$ cat src/logic/mem_access_pkg.sv
package mem_access_pkg;

    typedef logic [31:0] word_t;
    typedef logic [19:0] pfn_t;
    typedef logic [2:0]  cattr_t;
    typedef logic [3:0]  strb_t;

    localparam int num_lanes = 4;

    typedef enum logic [3:0] {
        LB, LBU, LH, LHU, LW, LL,
        SB, SH, SW, SWL, SWR, SC
    } access_kind_e;

    typedef struct packed {
        logic         valid;
        access_kind_e kind;
        word_t        vaddr;
        word_t        pc;
        word_t        rt;     // store data
    } acc_req_t;

    typedef struct packed {
        logic   found;
        logic   valid;
        logic   dirty;
        pfn_t   pfn;
        cattr_t cattr;
    } tlb_result_t;

    typedef struct packed {
        logic       en;
        logic [7:0] data;
    } lane_out_t;

    typedef struct packed {
        logic       valid;
        logic       write;
        logic       uncached;
        logic [1:0] size;     // 0 byte, 1 half, 2 word
        word_t      paddr;
        strb_t      wstrb;
        word_t      wdata;
    } mem_req_t;

    function automatic logic is_store(access_kind_e kind);
        return kind inside {SB, SH, SW, SWL, SWR, SC};
    endfunction

    function automatic logic [1:0] access_size(access_kind_e kind);
        if (kind inside {LB, LBU, SB})
            return 2'd0;
        if (kind inside {LH, LHU, SH})
            return 2'd1;
        return 2'd2;   // word and partial word
    endfunction

endpackage

$ cat src/logic/mips_exc_pkg.sv
package mips_exc_pkg;

    typedef enum logic [4:0] {
        EXC_INT  = 5'd0,
        EXC_MOD  = 5'd1,
        EXC_TLBL = 5'd2,
        EXC_TLBS = 5'd3,
        EXC_ADEL = 5'd4,
        EXC_ADES = 5'd5
    } exc_code_e;

    typedef struct packed {
        logic                  valid;
        exc_code_e             code;
        mem_access_pkg::word_t badvaddr;
        logic                  refill;   // tlb refill vector wanted
    } exc_report_t;

    // top three address bits of the unmapped segments
    localparam logic [2:0] seg_kseg0 = 3'b100;
    localparam logic [2:0] seg_kseg1 = 3'b101;

    localparam mem_access_pkg::cattr_t cattr_cacheable = 3'd3;

endpackage

$ cat src/logic/access_commit.sv
`timescale 1ns/10ps

module access_commit (
    input  logic                      clk,
    input  logic                      rst_n,
    input  mem_access_pkg::acc_req_t  acc,
    input  logic                      interrupt,
    input  logic                      prior_exc,
    input  mips_exc_pkg::exc_code_e   prior_code,
    input  logic                      eret,
    input  mem_access_pkg::word_t     paddr,
    input  logic                      uncached,
    input  logic                      tlb_refill,
    input  logic                      tlb_invalid,
    input  logic                      tlb_modify,
    input  mem_access_pkg::lane_out_t lanes [mem_access_pkg::num_lanes],
    input  logic                      sc_ok,
    output logic                      link_clear,
    output mem_access_pkg::mem_req_t  mem_req,
    output mips_exc_pkg::exc_report_t exc,
    output logic                      sc_success
);
    import mem_access_pkg::*;
    import mips_exc_pkg::*;

    logic        store;
    logic        misaligned;
    logic        adel;
    logic        ades;
    logic        sc_fail;
    strb_t       wstrb;
    word_t       wdata;
    exc_report_t exc_next;
    mem_req_t    req_next;
    logic        sc_next;

    assign store = is_store(acc.kind);

    always_comb begin
        case (acc.kind)
            LH, LHU, SH:    misaligned = acc.vaddr[0];
            LW, LL, SW, SC: misaligned = (acc.vaddr[1:0] != 2'b00);
            default:        misaligned = 1'b0;   // byte and swl/swr
        endcase
    end

    assign adel = misaligned & ~store;
    assign ades = misaligned & store;

    // fixed priority, highest first
    always_comb begin
        exc_next = '0;
        if (acc.valid) begin
            exc_next.valid    = 1'b1;
            exc_next.badvaddr = acc.vaddr;
            if (interrupt) begin
                exc_next.code     = EXC_INT;
                exc_next.badvaddr = '0;
            end else if (prior_exc) begin
                exc_next.code     = prior_code;
                exc_next.badvaddr = acc.pc;
            end else if (ades) begin
                exc_next.code = EXC_ADES;
            end else if (adel) begin
                exc_next.code = EXC_ADEL;
            end else if (tlb_invalid) begin
                exc_next.code   = store ? EXC_TLBS : EXC_TLBL;
                exc_next.refill = tlb_refill;
            end else if (tlb_modify) begin
                exc_next.code = EXC_MOD;
            end else begin
                exc_next = '0;
            end
        end
    end

    assign link_clear = exc_next.valid | eret;

    always_comb begin
        for (int i = 0; i < num_lanes; i++) begin
            wstrb[i]         = lanes[i].en;
            wdata[8*i +: 8]  = lanes[i].data;
        end
    end

    assign sc_fail = (acc.kind == SC) && !sc_ok;   // failed sc stays off the bus

    always_comb begin
        req_next = '0;
        if (acc.valid && !exc_next.valid && !sc_fail) begin
            req_next.valid    = 1'b1;
            req_next.write    = store;
            req_next.uncached = uncached;
            req_next.size     = access_size(acc.kind);
            req_next.paddr    = paddr;
            req_next.wstrb    = wstrb;
            req_next.wdata    = wdata;
        end
    end

    assign sc_next = acc.valid && (acc.kind == SC) && !exc_next.valid && sc_ok;

    always_ff @(posedge clk) begin
        if (!rst_n) begin
            mem_req    <= '0;
            exc        <= '0;
            sc_success <= 1'b0;
        end else begin
            mem_req    <= req_next;
            exc        <= exc_next;
            sc_success <= sc_next;
        end
    end

    a_one_outcome: assert property (@(posedge clk) disable iff (!rst_n)
        !(mem_req.valid && exc.valid));

    a_read_no_strb: assert property (@(posedge clk) disable iff (!rst_n)
        mem_req.valid && !mem_req.write |-> mem_req.wstrb == '0);

endmodule

$ cat src/logic/addr_translate.sv
`timescale 1ns/10ps

module addr_translate (
    input  mem_access_pkg::acc_req_t    acc,
    input  mem_access_pkg::tlb_result_t tlb,
    input  mem_access_pkg::cattr_t      k0_cattr,
    output mem_access_pkg::word_t       paddr,
    output logic                        uncached,
    output logic                        tlb_refill,
    output logic                        tlb_invalid,
    output logic                        tlb_modify
);
    import mem_access_pkg::*;
    import mips_exc_pkg::*;

    logic [2:0] seg;
    logic       kseg0;
    logic       kseg1;
    logic       mapped;
    logic       store;
    logic       tlb_hit;

    assign seg   = acc.vaddr[31:29];
    assign kseg0 = (seg == seg_kseg0);
    assign kseg1 = (seg == seg_kseg1);

    // kuseg and kseg2/3 go through the tlb
    assign mapped = ~acc.vaddr[31] | (acc.vaddr[31] & acc.vaddr[30]);

    always_comb begin
        if (mapped)
            paddr = {tlb.pfn, acc.vaddr[11:0]};
        else
            paddr = {3'b000, acc.vaddr[28:0]};
    end

    always_comb begin
        uncached = 1'b0;
        if (kseg1)
            uncached = 1'b1;
        else if (kseg0)
            uncached = (k0_cattr != cattr_cacheable);
        else if (mapped)
            uncached = (tlb.cattr != cattr_cacheable);
    end

    assign store   = is_store(acc.kind);   // sc included
    assign tlb_hit = tlb.found & tlb.valid;

    // faults only matter for a real access
    assign tlb_refill  = acc.valid & mapped & ~tlb.found;
    assign tlb_invalid = acc.valid & mapped & ~tlb_hit;
    assign tlb_modify  = acc.valid & mapped & tlb_hit & ~tlb.dirty & store;

endmodule

$ cat src/logic/ll_sc_monitor.sv
`timescale 1ns/10ps

module ll_sc_monitor (
    input  logic                     clk,
    input  logic                     rst_n,
    input  mem_access_pkg::acc_req_t acc,
    input  logic                     link_clear,
    output logic                     sc_ok
);
    import mem_access_pkg::*;

    logic  link_bit;
    word_t link_addr;
    logic  ll_take;

    assign ll_take = acc.valid && (acc.kind == LL);

    // clear wins over a new link
    always_ff @(posedge clk) begin
        if (!rst_n || link_clear)
            link_bit <= 1'b0;
        else if (ll_take)
            link_bit <= 1'b1;
    end

    always_ff @(posedge clk) begin
        if (ll_take && !link_clear)
            link_addr <= acc.vaddr;
    end

    assign sc_ok = link_bit && (link_addr == acc.vaddr);

    // link only ever comes from an ll or an already held link
    a_sc_needs_link: assert property (@(posedge clk) disable iff (!rst_n)
        sc_ok |-> $past(ll_take) || $past(link_bit));

    // an exception or eret kills any pending sc
    a_clear_kills_sc: assert property (@(posedge clk) disable iff (!rst_n)
        link_clear |=> !sc_ok);

endmodule

$ cat src/logic/mem1_stage.sv
`timescale 1ns/10ps

module mem1_stage (
    input  logic                        clk,
    input  logic                        rst_n,
    input  mem_access_pkg::acc_req_t    acc,
    input  mem_access_pkg::tlb_result_t tlb,
    input  mem_access_pkg::cattr_t      k0_cattr,
    input  logic                        interrupt,
    input  logic                        prior_exc,
    input  mips_exc_pkg::exc_code_e     prior_code,
    input  logic                        eret,
    output mem_access_pkg::mem_req_t    mem_req,
    output mips_exc_pkg::exc_report_t   exc,
    output logic                        sc_success
);
    import mem_access_pkg::*;

    word_t     paddr;
    logic      uncached;
    logic      tlb_refill;
    logic      tlb_invalid;
    logic      tlb_modify;
    lane_out_t lanes [num_lanes];
    logic      sc_ok;
    logic      link_clear;

    addr_translate u_translate (
        .acc         (acc),
        .tlb         (tlb),
        .k0_cattr    (k0_cattr),
        .paddr       (paddr),
        .uncached    (uncached),
        .tlb_refill  (tlb_refill),
        .tlb_invalid (tlb_invalid),
        .tlb_modify  (tlb_modify)
    );

    for (genvar i = 0; i < num_lanes; i++) begin : g_lane
        store_lane #(.lane_idx(i)) u_lane (
            .kind   (acc.kind),
            .offset (paddr[1:0]),
            .rt     (acc.rt),
            .lane   (lanes[i])
        );
    end

    ll_sc_monitor u_llsc (
        .clk        (clk),
        .rst_n      (rst_n),
        .acc        (acc),
        .link_clear (link_clear),
        .sc_ok      (sc_ok)
    );

    access_commit u_commit (
        .clk         (clk),
        .rst_n       (rst_n),
        .acc         (acc),
        .interrupt   (interrupt),
        .prior_exc   (prior_exc),
        .prior_code  (prior_code),
        .eret        (eret),
        .paddr       (paddr),
        .uncached    (uncached),
        .tlb_refill  (tlb_refill),
        .tlb_invalid (tlb_invalid),
        .tlb_modify  (tlb_modify),
        .lanes       (lanes),
        .sc_ok       (sc_ok),
        .link_clear  (link_clear),
        .mem_req     (mem_req),
        .exc         (exc),
        .sc_success  (sc_success)
    );

endmodule

$ cat src/logic/store_lane.sv
`timescale 1ns/10ps

module store_lane #(
    parameter int lane_idx = 0
) (
    input  mem_access_pkg::access_kind_e kind,
    input  logic [1:0]                   offset,
    input  mem_access_pkg::word_t        rt,
    output mem_access_pkg::lane_out_t    lane
);
    import mem_access_pkg::*;

    localparam logic [1:0] idx = lane_idx[1:0];

    logic       en;
    logic [1:0] src;   // byte of rt feeding this lane

    always_comb begin
        en  = 1'b0;
        src = 2'd0;
        case (kind)
            SB: en = (offset == idx);
            SH: begin
                en  = (idx[1] == offset[1]);
                src = {1'b0, idx[0]};
            end
            SW, SC: begin
                en  = 1'b1;
                src = idx;
            end
            SWL: begin
                en  = (idx <= offset);
                src = 2'd3 - offset + idx;   // high bytes of rt
            end
            SWR: begin
                en  = (idx >= offset);
                src = idx - offset;
            end
            default: en = 1'b0;   // loads
        endcase
        assert (!en || is_store(kind))
            else $error("store_lane %0d enabled for load kind %s", lane_idx, kind.name());
    end

    assign lane.en   = en;
    assign lane.data = en ? rt[{src, 3'b000} +: 8] : 8'h00;

endmodule

$ cat config.mk
export PLATFORM = sky130hd
export DESIGN_NAME = mem1_stage
export DESIGN_NICKNAME = d
export VERILOG_FILES = /design/src/logic/mem_access_pkg.sv /design/src/logic/mips_exc_pkg.sv /design/src/logic/access_commit.sv /design/src/logic/addr_translate.sv /design/src/logic/ll_sc_monitor.sv /design/src/logic/mem1_stage.sv /design/src/logic/store_lane.sv
export SDC_FILE = /design/constraint.sdc
export NUM_CORES = 1
export LEC_CHECK = 0
export ABC_AREA = 1
export BUFFER_PORTS_ARGS = -buffer_cell sky130_fd_sc_hd__clkbuf_2
export CORE_MARGIN = 1.5
export CORE_UTILIZATION = 53
export CTS_CLUSTER_SIZE = 10
export DETAILED_ROUTE_END_ITERATION = 10
export PLACE_DENSITY = 0.94
export SLEW_MARGIN = 30
export SYNTH_ARGS = -nofsm -noshare
export SYNTH_HDL_FRONTEND = slang
export SYNTH_SLANG_ARGS = --single-unit
$ cat constraint.sdc
create_clock -name clk -period 5.4 [get_ports clk]
set_input_delay 0.27 -clock clk [delete_from_list [all_inputs] [get_ports clk]]
set_output_delay 0.27 -clock clk [all_outputs]
set_load 0.03 [all_outputs]
==> results.txt, run 1 <==
----------------------------------------------------
[Floorplanning]
  Die extent in y ... 115 µm
  Die Footprint ... about 0.013 mm²
  Number of top-level pins ... between 200 and 300
  Core Box Area ... 0.0121 mm²
  Initial standard-cell utilization of the core ... a little over half
  Number of rows created at floorplan ... 40
  Horiz. Die Dim ... 115 µm

[Min path]
  WHS Endpoint ... u_commit.mem_req[66]
  Hold wc startpoint ... tlb[21]
  Tightest Hold Check Type ... primary input to flip-flop
  Worst Hold Path Cells ... 3

[Clock tree]
  H-tree lvl count ... 4
  Buffers inserted by post-CTS timing repair ... 0
  CTS tree ... built
  Post-CTS sizing ... 0
  Clock root cell ... clkbuf_16
  Total CTS buffers ... 17
  Hold_buf cts ... 0
  Clock transition at the register clock pins on the worst setup and hold paths after CTS ... 0.06 ns
  Clock insertion delay at the later pin of the skew report ... ~0.43 ns
  Maximum number of buffers from clock root to sink ... 2
  Total number of clock tree sinks ... 146

[Logic synthesis]
  Total standard cell area after synthesis ... roughly 0.0066 mm²
  Fraction of the yosys area taken by sequential cells ... 49.1%
  Yosys reg bits ... 146
  Avg Synthesized Cell Area ... 7.94 µm²
  Async set-or-reset flop fraction in the synthesized netlist ... 0%
  Number of warnings issued by yosys ... 0
  Net count after synthesis ... 977
  Number of enable flip-flop cells after synthesis ... 32
  Cell count after synthesis ... 832
  Synth cell types ... 39
  Leading register cell type out of synthesis ... dfxtp_1

[Pwr]
  Pwr per Cell Area ... between 300 and 400 mW/mm²
  Leakage dissipation ... between 4 and 5 nW
  Maximum vdd drop ... about 0.22 mV

[STA]
  Peak clock frequency supported by timing ... 449 MHz
  Final worst clock skew ... 0.00875 ns
  Unrepaired setup endpoints after global routing ... false
  Worst Tran Pin Value ... a little under 0.9 ns
  Final count of negative-setup-slack endpoints ... 0
  Hold violation count in the final report ... 0
  Aggregate negative setup slack ... 0 ns
  Minimum hold slack ... 0.0427 ns
  Clock period minus final worst setup slack ... approximately 2.2 ns
  Relative slew slack ... a little over two fifths
  Number of pins with negative max-slew slack in the final report ... 0
  Tcrit/Tclk final ... 41.2%

[GRT]
  Global-route wire length before repair ... 30400 µm
  Pin count of the biggest net entering global routing ... 49
  Overflow after GRT ... 0
  Number of global-route vias before repair ... 6285
  Initial antenna violation count ... 0
  Combined global-route utilization of all metal layers ... 30.5%

[Placement]
  Placed wire-length estimate after detailed placement ... approximately 15000 µm
  Global placer's final weighted congestion ... 0.937
  Count of input and output buffers ... 252

[Route]
  WL per Instance ... 15.7 µm
  Antenna Violating Nets Remaining ... 0
  Total number of vias ... 6709
  Residual DRC count ... 0
  Iteration-0 DRC Markers ... 607
  Wirelength, routed ... 19700 µm
  First drt pass iteration count ... 5
  Mean number of vias per cell ... 5.32

[Worst setup path]
  Number of buffer and inverter instances along the worst setup path ... 3
  Endpoint type of the worst setup path ... flip-flop
  Register-to-register setup slack ... 3.33 ns
  Launching element type of the critical path ... primary input
  CP Max Fanout ... 40
  Slowest stage delay, CP ... 0.49 ns
  Startpoint-to-endpoint class of the critical path ... primary input to flip-flop
  Worst Setup SP ... prior_exc
  Launch instance of the worst register-to-register path ... u_llsc.link_addr[16]
  Data arrival time of the worst path ... between 2 and 3 ns
  Destination of the worst register-to-register timing path ... u_commit.mem_req[50]
  Slowest stage cell, crit path ... clkbuf_2
  Crit path top cell by count ... nor2_1
  Cell family with the largest share of critical-path delay ... simple AND/OR/NAND/NOR gates
  Path depth of the worst reg2reg path ... 9
  CP Cell Sequence ... clkbuf_2, nor2_1, inv_1, nor2_2, inv_2, nor2_8, nand2_4, nor2_1
  Crit path required time ... between 5 and 6 ns

[Final layout]
  Layout area overhead ... 29.6%
  Diode count ... 0
  Share of final-layout standard cells stronger than drive strength 1 ... between 20% and 30%
  Total Nets Final ... 1224

[Run status]
  Run status ... complete, no violations

[Run]
  Total of max-cap violations ... 0

----------------------------------------------------
==> state kept, by name, summed over array words and instances (netlist names) <==
register and cells:
u_commit.exc 39, u_commit.mem_req 73, u_commit.sc_success 1, u_llsc.link_addr 32, u_llsc.link_bit 1
==> worst min-delay path, delay by kind of cell <==
kind          cells  cell delay [ns]
buf+inv           2             0.12
simple gates      1             0.03
==> cells in the mapped netlist, drive strengths merged (12+ instances only) <==
cell,number,area (µm²)
nand2,168,641
inv,144,541
dfxtp,114,2280
nor2,109,433
nand3,55,300
o211ai,51,393
o21ai,42,214
edfxtp,32,961
o31ai,26,195
buf,17,110
nand4,17,121
clkbuf,12,45.0
==> kinds of logic (layout without fill, tap and decap cells) <==
group | count (synthesis) | count (layout) | share of synthesized area [%]
AND/OR/NAND/NOR | 355 | 355 | 23.2
adder cells (fa/ha/maj) | 5 | 5 | 0.948
buffers and inverters | 175 | 435 | 10.6
multiplexers | 6 | 6 | 1.02
XOR/XNOR | 10 | 10 | 1.33
flip-flops | 146 | 146 | 49.1
AO/OA/AOI/OAI | 135 | 135 | 13.8
==> power by group <==
part / internal, W / switching (W) / total [W]
clock: 0.000675 / 0.000472 / 0.00115
sequential: 0.00113 / 0.00000484 / 0.00113
combinational: 0.000106 / 0.000210 / 0.000316
total: 0.00191 / 0.000687 / 0.00260
==> cell type report <==
| class | instances | area (µm²) |
|---|---|---|
| Inverter | 146 | 548 |
| Timing Repair Buffer | 257 | 1300 |
| Sequential cell | 146 | 3240 |
| Clock inverter | 11 | 88.8 |
| Fill cell | 886 | 3500 |
| Multi-Input combinational cell | 511 | 2670 |
| Clock buffer | 21 | 503 |
| Tap cell | 168 | 210 |
==> metal layers <==
metal,vias up,GRT usage (%),wire length (µm)
met5,-,0,0
met4,0,16.4,837
met3,60,12.5,2010
met2,372,51.0,9610
met1,3065,33.0,7290
li1,3212,-,-
==> worst max path at each step <==
stage / to / slack [ns] / cells past startpoint
2_1_floorplan: u_llsc.link_addr[0] / 2.32 / 9
3_3_place_gp: u_commit.mem_req[53] / 2.96 / 8
3_5_place_dp: u_commit.mem_req[62] / 2.87 / 8
4_1_cts: u_commit.mem_req[50] / 3.25 / 8
5_1_grt: u_commit.mem_req[50] / 3.01 / 8
6_report: u_commit.mem_req[50] / 3.17 / 8
==> stage by stage <==
stage | utilization, % | area [µm²] | total power [W] | worst slack (ns) | cells
floorplan | - | 6600 | 0.00135 | 2.32 | 832
global placement | 66.0 | 7960 | 0.00146 | 2.96 | 1228
detailed placement | 66.0 | 7970 | 0.00147 | 2.87 | 1228
CTS | 71.0 | 8560 | 0.00260 | 3.25 | 1260
global route | 71.0 | 8560 | 0.00268 | 3.01 | 1260
finish | 71.0 | 8560 | 0.00260 | 3.17 | 1260
==> layout by cell type (no fill, tap or decap), types with 2 or more instances in the layout <==
| cell type | netlist | routed |
|---|---|---|
| o22ai_2 | 2 | 2 |
| o31ai_1 | 26 | 26 |
| ha_1 | 5 | 5 |
| inv_2 | 7 | 7 |
| edfxtp_1 | 32 | 32 |
| o21ai_0 | 26 | 26 |
| xnor2_1 | 8 | 8 |
| mux2_2 | 6 | 6 |
| nor2_2 | 3 | 4 |
| nand3_1 | 50 | 50 |
| buf_4 | 3 | 5 |
| clkinv_1 | 2 | 2 |
| nand3_2 | 5 | 5 |
| clkbuf_8 | 0 | 2 |
| o211ai_1 | 49 | 49 |
| nor3_1 | 3 | 3 |
| inv_1 | 137 | 137 |
| o21ai_1 | 15 | 15 |
| clkinv_4 | 0 | 4 |
| nor2_1 | 105 | 103 |
| clkbuf_2 | 0 | 252 |
| inv_6 | 0 | 4 |
| a21oi_1 | 10 | 10 |
| xor2_1 | 2 | 2 |
| nand4_1 | 16 | 16 |
| clkbuf_16 | 0 | 19 |
| nand2_1 | 166 | 166 |
| o211ai_2 | 2 | 2 |
| o41ai_1 | 2 | 2 |
| dfxtp_1 | 114 | 114 |
(Power assumes the default switching activity.)
==> run 2, diff against run 1 <==
--- a/config.mk
+++ b/config.mk
@@ -8,10 +8,10 @@
 export ABC_AREA = 1
 export BUFFER_PORTS_ARGS = -buffer_cell sky130_fd_sc_hd__clkbuf_2
 export CORE_MARGIN = 1.5
-export CORE_UTILIZATION = 53
+export CORE_UTILIZATION = 49
 export CTS_CLUSTER_SIZE = 10
 export DETAILED_ROUTE_END_ITERATION = 10
-export PLACE_DENSITY = 0.94
+export PLACE_DENSITY = 0.88
 export SLEW_MARGIN = 30
 export SYNTH_ARGS = -nofsm -noshare
 export SYNTH_HDL_FRONTEND = slang
==> constraint.sdc (replaced) <==
create_clock -name clk -period 2.3 [get_ports clk]
set_input_delay 0.115 -clock clk [delete_from_list [all_inputs] [get_ports clk]]
set_output_delay 0.115 -clock clk [all_outputs]
set_load 0.03 [all_outputs]
==> run 2 against run 1 <==
Effect of this change: clock power increased by 140%; global-route usage increased by 3.7 points; die area increased by 7.9%; final area increased by 10%; worst setup slack got worse by 3.0 ns; non-clock buffer count increased by 84; register-to-register slack got worse by 2.9 ns; sequential share of layout area decreased by 3.4 points; cell count increased by 7.3%; wire length increased by 21%; critical endpoint is now u_llsc.link_addr[4].
==> results.txt, run 2 (synthesis results as in run 1) <==
----------------------------------------------------
[Route]
  Iteration-0 DRC Markers ... 1020 (+68%)
  Residual DRC count ... 0 (unchanged)
  Total number of vias ... 7420 (+11%)
  Mean number of vias per cell ... 5.49 (+3.1%)
  WL per Instance ... 17.7 µm (+13%)
  Wirelength, routed ... 23900 µm (+21%)
  Antenna Violating Nets Remaining ... 0 (unchanged)
  First drt pass iteration count ... 6 (+1)

[Worst setup path]
  Slowest stage delay, CP ... 0.54 ns (+0.05 ns)
  Crit path top cell by count ... nand2_1
  Launching element type of the critical path ... primary input
  Number of buffer and inverter instances along the worst setup path ... 5 (+2)
  CP Max Fanout ... 32 (-20%)
  Slowest stage cell, crit path ... dlygate4sd3_1
  Endpoint type of the worst setup path ... flip-flop
  CP Cell Sequence ... dlygate4sd3_1, clkbuf_2, inv_2, ha_1, inv_1, nand2_1, nand4_4, o21ai_0, nand2_1, nor2_4, buf_12
  Cell family with the largest share of critical-path delay ... buffers and inverters
  Stages on worst setup path ... 11 (+3)
  Path depth of the worst reg2reg path ... 11 (+2)
  Crit path required time ... 2.42 ns (-3.32 ns)
  Startpoint-to-endpoint class of the critical path ... primary input to flip-flop
  Data arrival time of the worst path ... 2.26 ns (-0.30 ns)

[Clock tree]
  H-tree lvl count ... 4 (unchanged)
  Total CTS buffers ... 17 (unchanged)
  Clock root cell ... clkbuf_16
  CTS tree ... built
  Clock transition at the register clock pins on the worst setup and hold paths after CTS ... 0.06 ns (about the same)
  Clock insertion delay at the later pin of the skew report ... 0.44 ns (about the same)
  Maximum number of buffers from clock root to sink ... 2 (unchanged)
  Total number of clock tree sinks ... 146 (unchanged)

[STA]
  Unrepaired setup endpoints after global routing ... false
  Tcrit/Tclk final ... 93.0%
  Worst Tran Pin Value ... 0.635 ns (-0.240 ns)
  Aggregate negative setup slack ... 0 ns (unchanged)
  Clock period minus final worst setup slack ... approximately 2.1 ns
  Number of pins with negative max-slew slack in the final report ... 0 (unchanged)
  Final worst clock skew ... 0.0161 ns (+0.00739 ns)
  Least setup slack across all paths after layout ... 0.160 ns (-3.01 ns)
  Relative slew slack ... 57.7% (+16 points)
  Peak clock frequency supported by timing ... 467 MHz
  Final count of negative-setup-slack endpoints ... 0 (unchanged)
  Hold violation count in the final report ... 0 (unchanged)

[GRT]
  Global-route wire length before repair ... 37300 µm (+23%)
  Pin count of the biggest net entering global routing ... 49 (unchanged)
  Number of global-route vias before repair ... 7280 (+16%)
  Initial antenna violation count ... 0 (unchanged)
  Overflow after GRT ... 0 (unchanged)
  Combined global-route utilization of all metal layers ... 34.2% (+3.7 points)

[Final layout]
  Commonest non-fill, non-tap cell in the layout ... clkbuf_2
  Layout area overhead ... 42.5%
  Largest registers ... u_commit.mem_req (73), u_commit.exc (39), u_llsc.link_addr (32)
  Diode count ... 0 (unchanged)
  Largest Register ... u_commit.mem_req
  Highest-count cells in the layout ignoring fill and taps ... 252 x clkbuf_2, 166 x nand2_1, 137 x inv_1, 114 x dfxtp_1, 103 x nor2_1
  Number of flip-flops under the largest register name ... 73 (unchanged)
  Filler cell count in the final layout ... 937 (+5.8%)
  Total Nets Final ... 1308 (+6.9%)
  Share of final-layout standard cells stronger than drive strength 1 ... 27.8% (-1.7 points)

[Pwr]
  Internal Pwr Total ... 0.00467 W (+140%)
  Net switching share of the total power ... 26.7% (+0.27 points)
  Portion of total power attributed to the clock network ... 44.1% (about the same)
  Portion of total power attributed to combinational logic ... 14.1% (+1.9 points)
  Pwr per Cell Area ... 677 mW/mm² (+120%)
  Maximum vdd drop ... 0.518 mV (+130%)
  Sequential fraction of design power ... 41.8% (-1.9 points)
  Leakage dissipation ... 4.77 nW (+8.0%)
  Switching power total ... 0.00170 W (+150%)

[Placement]
  Global placer's final weighted congestion ... 0.947 (+1.0%)
  Post-place setup slack ... 0.314 ns (-2.55 ns)
  Placed wire-length estimate after detailed placement ... 14900 µm (+2.0%)
  Count of input and output buffers ... 252 (unchanged)

[Floorplanning]
  Horiz. Die Dim ... 119 µm (+3.9%)
  Die Footprint ... 0.0142 mm² (+7.9%)
  Number of top-level pins ... 253 (unchanged)
  Die extent in y ... 119 µm (+3.9%)
  Core Box Area ... 0.0132 mm² (+9.4%)
  Number of rows created at floorplan ... 42 (+5.0%)
  Initial standard-cell utilization of the core ... 50.1% (-4.7 points)

[Run]
  Total of max-cap violations ... 0 (unchanged)

[Min path]
  Worst Hold Path Cells ... 3 (unchanged)
  Tightest Hold Check Type ... primary input to flip-flop

[Run status]
  Run status ... complete, no violations

----------------------------------------------------
-- run 2: cell count changes in the layout (fill, tap and decap cells not counted), sizes merged --
cell         delta
clkbuf          +1
buf             +9
clkinv          -2
bufinv          +2
inv             -1
dlygate4sd3    +75
-- run 2: final timing paths --
| path | start | endpoint | slack [ns] |
|---|---|---|---|
| worst max-delay path | acc[65] | u_llsc.link_addr[4] | 0.16 |
| worst min-delay path | acc[64] | u_commit.mem_req[36] | 0.02 |
| worst max register to register | u_llsc.link_addr[19] | u_commit.mem_req[51] | 0.47 |
| worst min register to register | u_llsc.link_bit | u_llsc.link_bit | 0.63 |
-- run 2: area by class of cell --
class	instances	area, µm²	share of cell area (%)
clock buffers	22	465	4.95
clock inverters	10	120	1.28
inverters	146	548	5.82
multi-input cells	511	2670	28.4
flip-flops and latches	146	3240	34.5
well taps	176	220	2.34
repair buffers	341	2140	22.8
-- run 2: layer usage --
layer / vias up / track usage [%] / wire length (µm)
li1: 3375 / - / -
met1: 3333 / 37.6 / 8610
met2: 559 / 57.1 / 11400
met3: 153 / 11.4 / 2360
met4: 0 / 20.9 / 1520
met5: - / 0 / 0
-- run 2: timing repair --
action / CTS / global route
endpoints found under the setup margin: 0 / 1
hold endpoints to repair: 82 / 1
hold buffers: 74 / 1
buffers inserted: 0 / 0
resized for setup: 0 / 1
-- run 2: worst register-to-register path, delay by kind of cell, from the launching register on --
family	cells	cell delay [ns]
DFF	1	0.40
and+or+nand+nor	9	1.03
buffers and inverters	2	0.33
-- run 2: power groups by stage --
stage                     logic (W)  registers [W]  clock network [W]
final                      0.000897        0.00266            0.00281
after global routing       0.000970        0.00266            0.00292
after CTS                  0.000853        0.00266            0.00278
after detailed placement   0.000743        0.00272                  0
after global placement     0.000730        0.00272                  0
after floorplan            0.000387        0.00278                  0
-- run 2: through the flow --
stage	utilization, %	total power (W)	hold slack [ns]	area [µm²]	instances
6_report	71.3	0.00637	0.0216	9410	1352
3_5_place_dp	61.2	0.00346	0.316	8070	1245
5_1_grt	71.3	0.00655	0.0501	9410	1352
4_1_cts	71.2	0.00629	0.00148	9400	1351
2_1_floorplan	-	0.00317	0.194	6610	832
3_3_place_gp	61.2	0.00345	0.313	8070	1245
==> run 3, diff against run 2 <==
--- a/config.mk
+++ b/config.mk
@@ -11,6 +11,7 @@
 export CORE_UTILIZATION = 49
 export CTS_CLUSTER_SIZE = 10
 export DETAILED_ROUTE_END_ITERATION = 10
+export MAX_ROUTING_LAYER = met4
 export PLACE_DENSITY = 0.88
 export SLEW_MARGIN = 30
 export SYNTH_ARGS = -nofsm -noshare
==> run 3 against run 2 <==
Effect of this change: die area stayed put; fmax increased by 1.7%; cell count shrank 0.30%; sequential power barely moved; sequential cell count unchanged; clock skew fell by 0.0077 ns; clock power barely moved; critical path type unchanged; largest cell class unchanged; highest routed layer unchanged.
==> results.txt, run 3 (synthesis results as in run 1) <==
----------------------------------------------------
[Run status]
  Run status ... complete, no violations

[GRT]
  Combined global-route utilization of all metal layers ... 34.1% (-0.11 points)
  Overflow after GRT ... 0 (unchanged)
  Pin count of the biggest net entering global routing ... 49 (unchanged)
  Initial antenna violation count ... 1 (+1)
  Number of global-route vias before repair ... 7032 (-3.4%)
  Global-route wire length before repair ... 36100 µm (-3.2%)

[STA]
  Clock period minus final worst setup slack ... 2.10 ns (-0.0362 ns)
  Aggregate negative setup slack ... 0 ns (unchanged)
  Tcrit/Tclk final ... 91.5% (-1.6 points)
  Number of pins with negative max-slew slack in the final report ... 0 (unchanged)
  Peak clock frequency supported by timing ... 475 MHz (+1.7%)
  Unrepaired setup endpoints after global routing ... false
  Hold violation count in the final report ... 0 (unchanged)
  Final count of negative-setup-slack endpoints ... 0 (unchanged)
  Relative slew slack ... 59.5% (+1.8 points)
  Worst Tran Pin Value ... 0.606 ns (-0.0294 ns)
  Final worst clock skew ... 0.00846 ns (-0.00768 ns)

[Worst setup path]
  Path depth of the worst reg2reg path ... 10 (-1)
  Endpoint type of the worst setup path ... flip-flop
  Destination of the worst register-to-register timing path ... u_commit.mem_req[46]
  Number of buffer and inverter instances along the worst setup path ... 4 (-1)
  Crit path required time ... 2.65 ns (+0.23 ns)
  Launch instance of the worst register-to-register path ... u_llsc.link_addr[16]
  Slowest stage delay, CP ... 0.57 ns (+0.03 ns)
  CP Max Fanout ... 19 (-41%)
  Crit path top cell by count ... nand2_1
  Cell family with the largest share of critical-path delay ... simple AND/OR/NAND/NOR gates
  Launching element type of the critical path ... primary input
  Data arrival time of the worst path ... 2.46 ns (+0.20 ns)
  Register-to-register setup slack ... 0.24 ns (-0.23 ns)
  Startpoint-to-endpoint class of the critical path ... primary input to flip-flop
  CP Cell Sequence ... dlygate4sd3_1, clkbuf_2, inv_1, nand2_1, nand2_1, nor2_1, nand2_1, nor2_1, nand2_1, nor2_1, nand2_1, nand2_1, nand2_4, buf_4, nor2_1
  Slowest stage cell, crit path ... dlygate4sd3_1

[Final layout]
  Total Nets Final ... 1304 (-0.31%)
  Layout area overhead ... 42.1%
  Largest Register ... u_commit.mem_req
  Layout Cells excl Fill ... 1348 (-0.30%)
  Highest-count cells in the layout ignoring fill and taps ... 252 x clkbuf_2, 166 x nand2_1, 137 x inv_1, 114 x dfxtp_1, 103 x nor2_1
  Share of final-layout standard cells stronger than drive strength 1 ... 28.0% (+0.20 points)
  Largest registers ... u_commit.mem_req (73), u_commit.exc (39), u_llsc.link_addr (32)
  Number of flip-flops under the largest register name ... 73 (unchanged)
  Commonest non-fill, non-tap cell in the layout ... clkbuf_2

[Route]
  Residual DRC count ... 0 (unchanged)
  First drt pass iteration count ... 7 (+1)
  Antenna Violating Nets Remaining ... 0 (unchanged)
  Iteration-0 DRC Markers ... 805 (-21%)
  Total number of vias ... 7411 (-0.12%)
  Wirelength, routed ... 23600 µm (-1.2%)
  WL per Instance ... 17.5 µm (-0.93%)
  Mean number of vias per cell ... 5.50 (+0.18%)

[Min path]
  Tightest Hold Check Type ... primary input to flip-flop
  Worst Hold Path Cells ... 1 (-2)
  WHS Endpoint ... u_llsc.link_addr[1]
  Hold wc startpoint ... acc[65]

[Run]
  Total of max-cap violations ... 0 (unchanged)

[Clock tree]
  Total CTS buffers ... 17 (unchanged)
  CTS tree ... built
  Maximum number of buffers from clock root to sink ... 2 (unchanged)
  Clock insertion delay at the later pin of the skew report ... 0.43 ns (about the same)
  Total number of clock tree sinks ... 146 (unchanged)
  Clock root cell ... clkbuf_16
  H-tree lvl count ... 4 (unchanged)
  Clock transition at the register clock pins on the worst setup and hold paths after CTS ... 0.07 ns (about the same)
  Buffers inserted by post-CTS timing repair ... 0 (unchanged)
  Post-CTS sizing ... 0 (unchanged)

[Floorplanning]
  Die Footprint ... 0.0142 mm² (unchanged)
  Core Box Area ... 0.0132 mm² (unchanged)
  Die extent in y ... 119 µm (unchanged)
  Horiz. Die Dim ... 119 µm (unchanged)
  Initial standard-cell utilization of the core ... 50.1% (unchanged)
  Number of top-level pins ... 253 (unchanged)
  Number of rows created at floorplan ... 42 (unchanged)

[Pwr]
  Net switching share of the total power ... 27.1% (+0.36 points)
  Pwr per Cell Area ... 678 mW/mm² (+0.28%)
  Maximum vdd drop ... 0.511 mV (-1.2%)
  Leakage dissipation ... 4.76 nW (-0.13%)
  Portion of total power attributed to the clock network ... 44.3% (+0.2 points)
  Sequential fraction of design power ... 41.8% (about the same)
  Portion of total power attributed to combinational logic ... 13.8% (-0.3 points)
  Internal Pwr Total ... 0.00464 W (-0.51%)
  Switching power total ... 0.00172 W (+1.3%)

[Placement]
  Global placer's final weighted congestion ... 0.941 (-0.62%)
  Placed wire-length estimate after detailed placement ... 14800 µm (-0.45%)
  Placed insts ... 1243 (-0.16%)
  Count of input and output buffers ... 252 (unchanged)

----------------------------------------------------
-- run 3: cell types whose count changed in the layout (fill, tap and decap cells not counted), sizes merged --
cell | before | now
clkinvlp | 1 | 0
buf | 14 | 12
inv | 148 | 149
clkinv | 5 | 6
bufinv | 2 | 0
dlygate4sd3 | 75 | 73
diode | 0 | 1
-- run 3: power by group through the flow --
stage / sequential [W] / clock (W) / combinational, W
after floorplan: 0.00278 / 0 / 0.000387
after global placement: 0.00272 / 0 / 0.000726
after detailed placement: 0.00272 / 0 / 0.000738
after CTS: 0.00266 / 0.00280 / 0.000847
after global routing: 0.00266 / 0.00295 / 0.000952
final: 0.00266 / 0.00282 / 0.000881
-- run 3: through the flow --
step	cell area, µm²	total power [W]	setup WS (ns)	util [%]	hold WS, ns
3_5_place_dp	8040	0.00346	0.294	61.0	0.314
6_report	9380	0.00637	0.196	71.1	0.0101
2_1_floorplan	6610	0.00317	0.235	-	0.194
5_1_grt	9380	0.00657	0.0585	71.1	0.0137
4_1_cts	9380	0.00631	0.258	71.1	0.00361
3_3_place_gp	8040	0.00344	0.346	61.0	0.315
-- run 3: how the worst max path moves through the flow --
| stage | from | endpoint | slack (ns) | cells after the start |
|---|---|---|---|---|
| after floorplan | acc[64] | u_llsc.link_addr[0] | 0.23 | 9 |
| after global placement | acc[64] | u_commit.exc[1] | 0.35 | 9 |
| after detailed placement | acc[65] | u_llsc.link_addr[9] | 0.29 | 10 |
| after CTS | acc[94] | u_llsc.link_addr[3] | 0.26 | 12 |
| after global routing | acc[92] | u_commit.mem_req[62] | 0.06 | 15 |
| final | acc[92] | u_commit.mem_req[46] | 0.20 | 15 |
-- run 3: area by class of cell --
class                      count  area (µm²)
clock inverter                 9        80.1
fill                         923        3810
clock buffer                  22         528
antenna                        1        2.50
inverter                     146         548
multi-input combinational    511        2670
timing repair buffer         337        2090
sequential                   146        3240
tap                          176         220
-- run 3: routing by layer --
| layer | vias up | share of wire, % | track usage, % |
|---|---|---|---|
| met5 | - | 0 | - |
| met4 | 0 | 5.7 | 19.1 |
| met3 | 133 | 9.5 | 9.58 |
| met2 | 543 | 49 | 56.8 |
| met1 | 3371 | 36 | 36.5 |
| li1 | 3364 | - | - |
-- run 3: what timing repair did --
item	in CTS	in global routing
hold buffers	73	0
setup endpoints to repair	0	0
endpoints found under the hold margin	83	0
-- run 3: worst register-to-register path, stage by stage, from the launching register on --
cell and delay (ns):
edfxtp_1 0.39, xnor2_1 0.27, nand3_1 0.11, nor2_1 0.13
nand2_1 0.07, nor2_1 0.10, nand2_1 0.07, nand2_1 0.21
nand2_4 0.24, buf_4 0.25, nor2_1 0.16
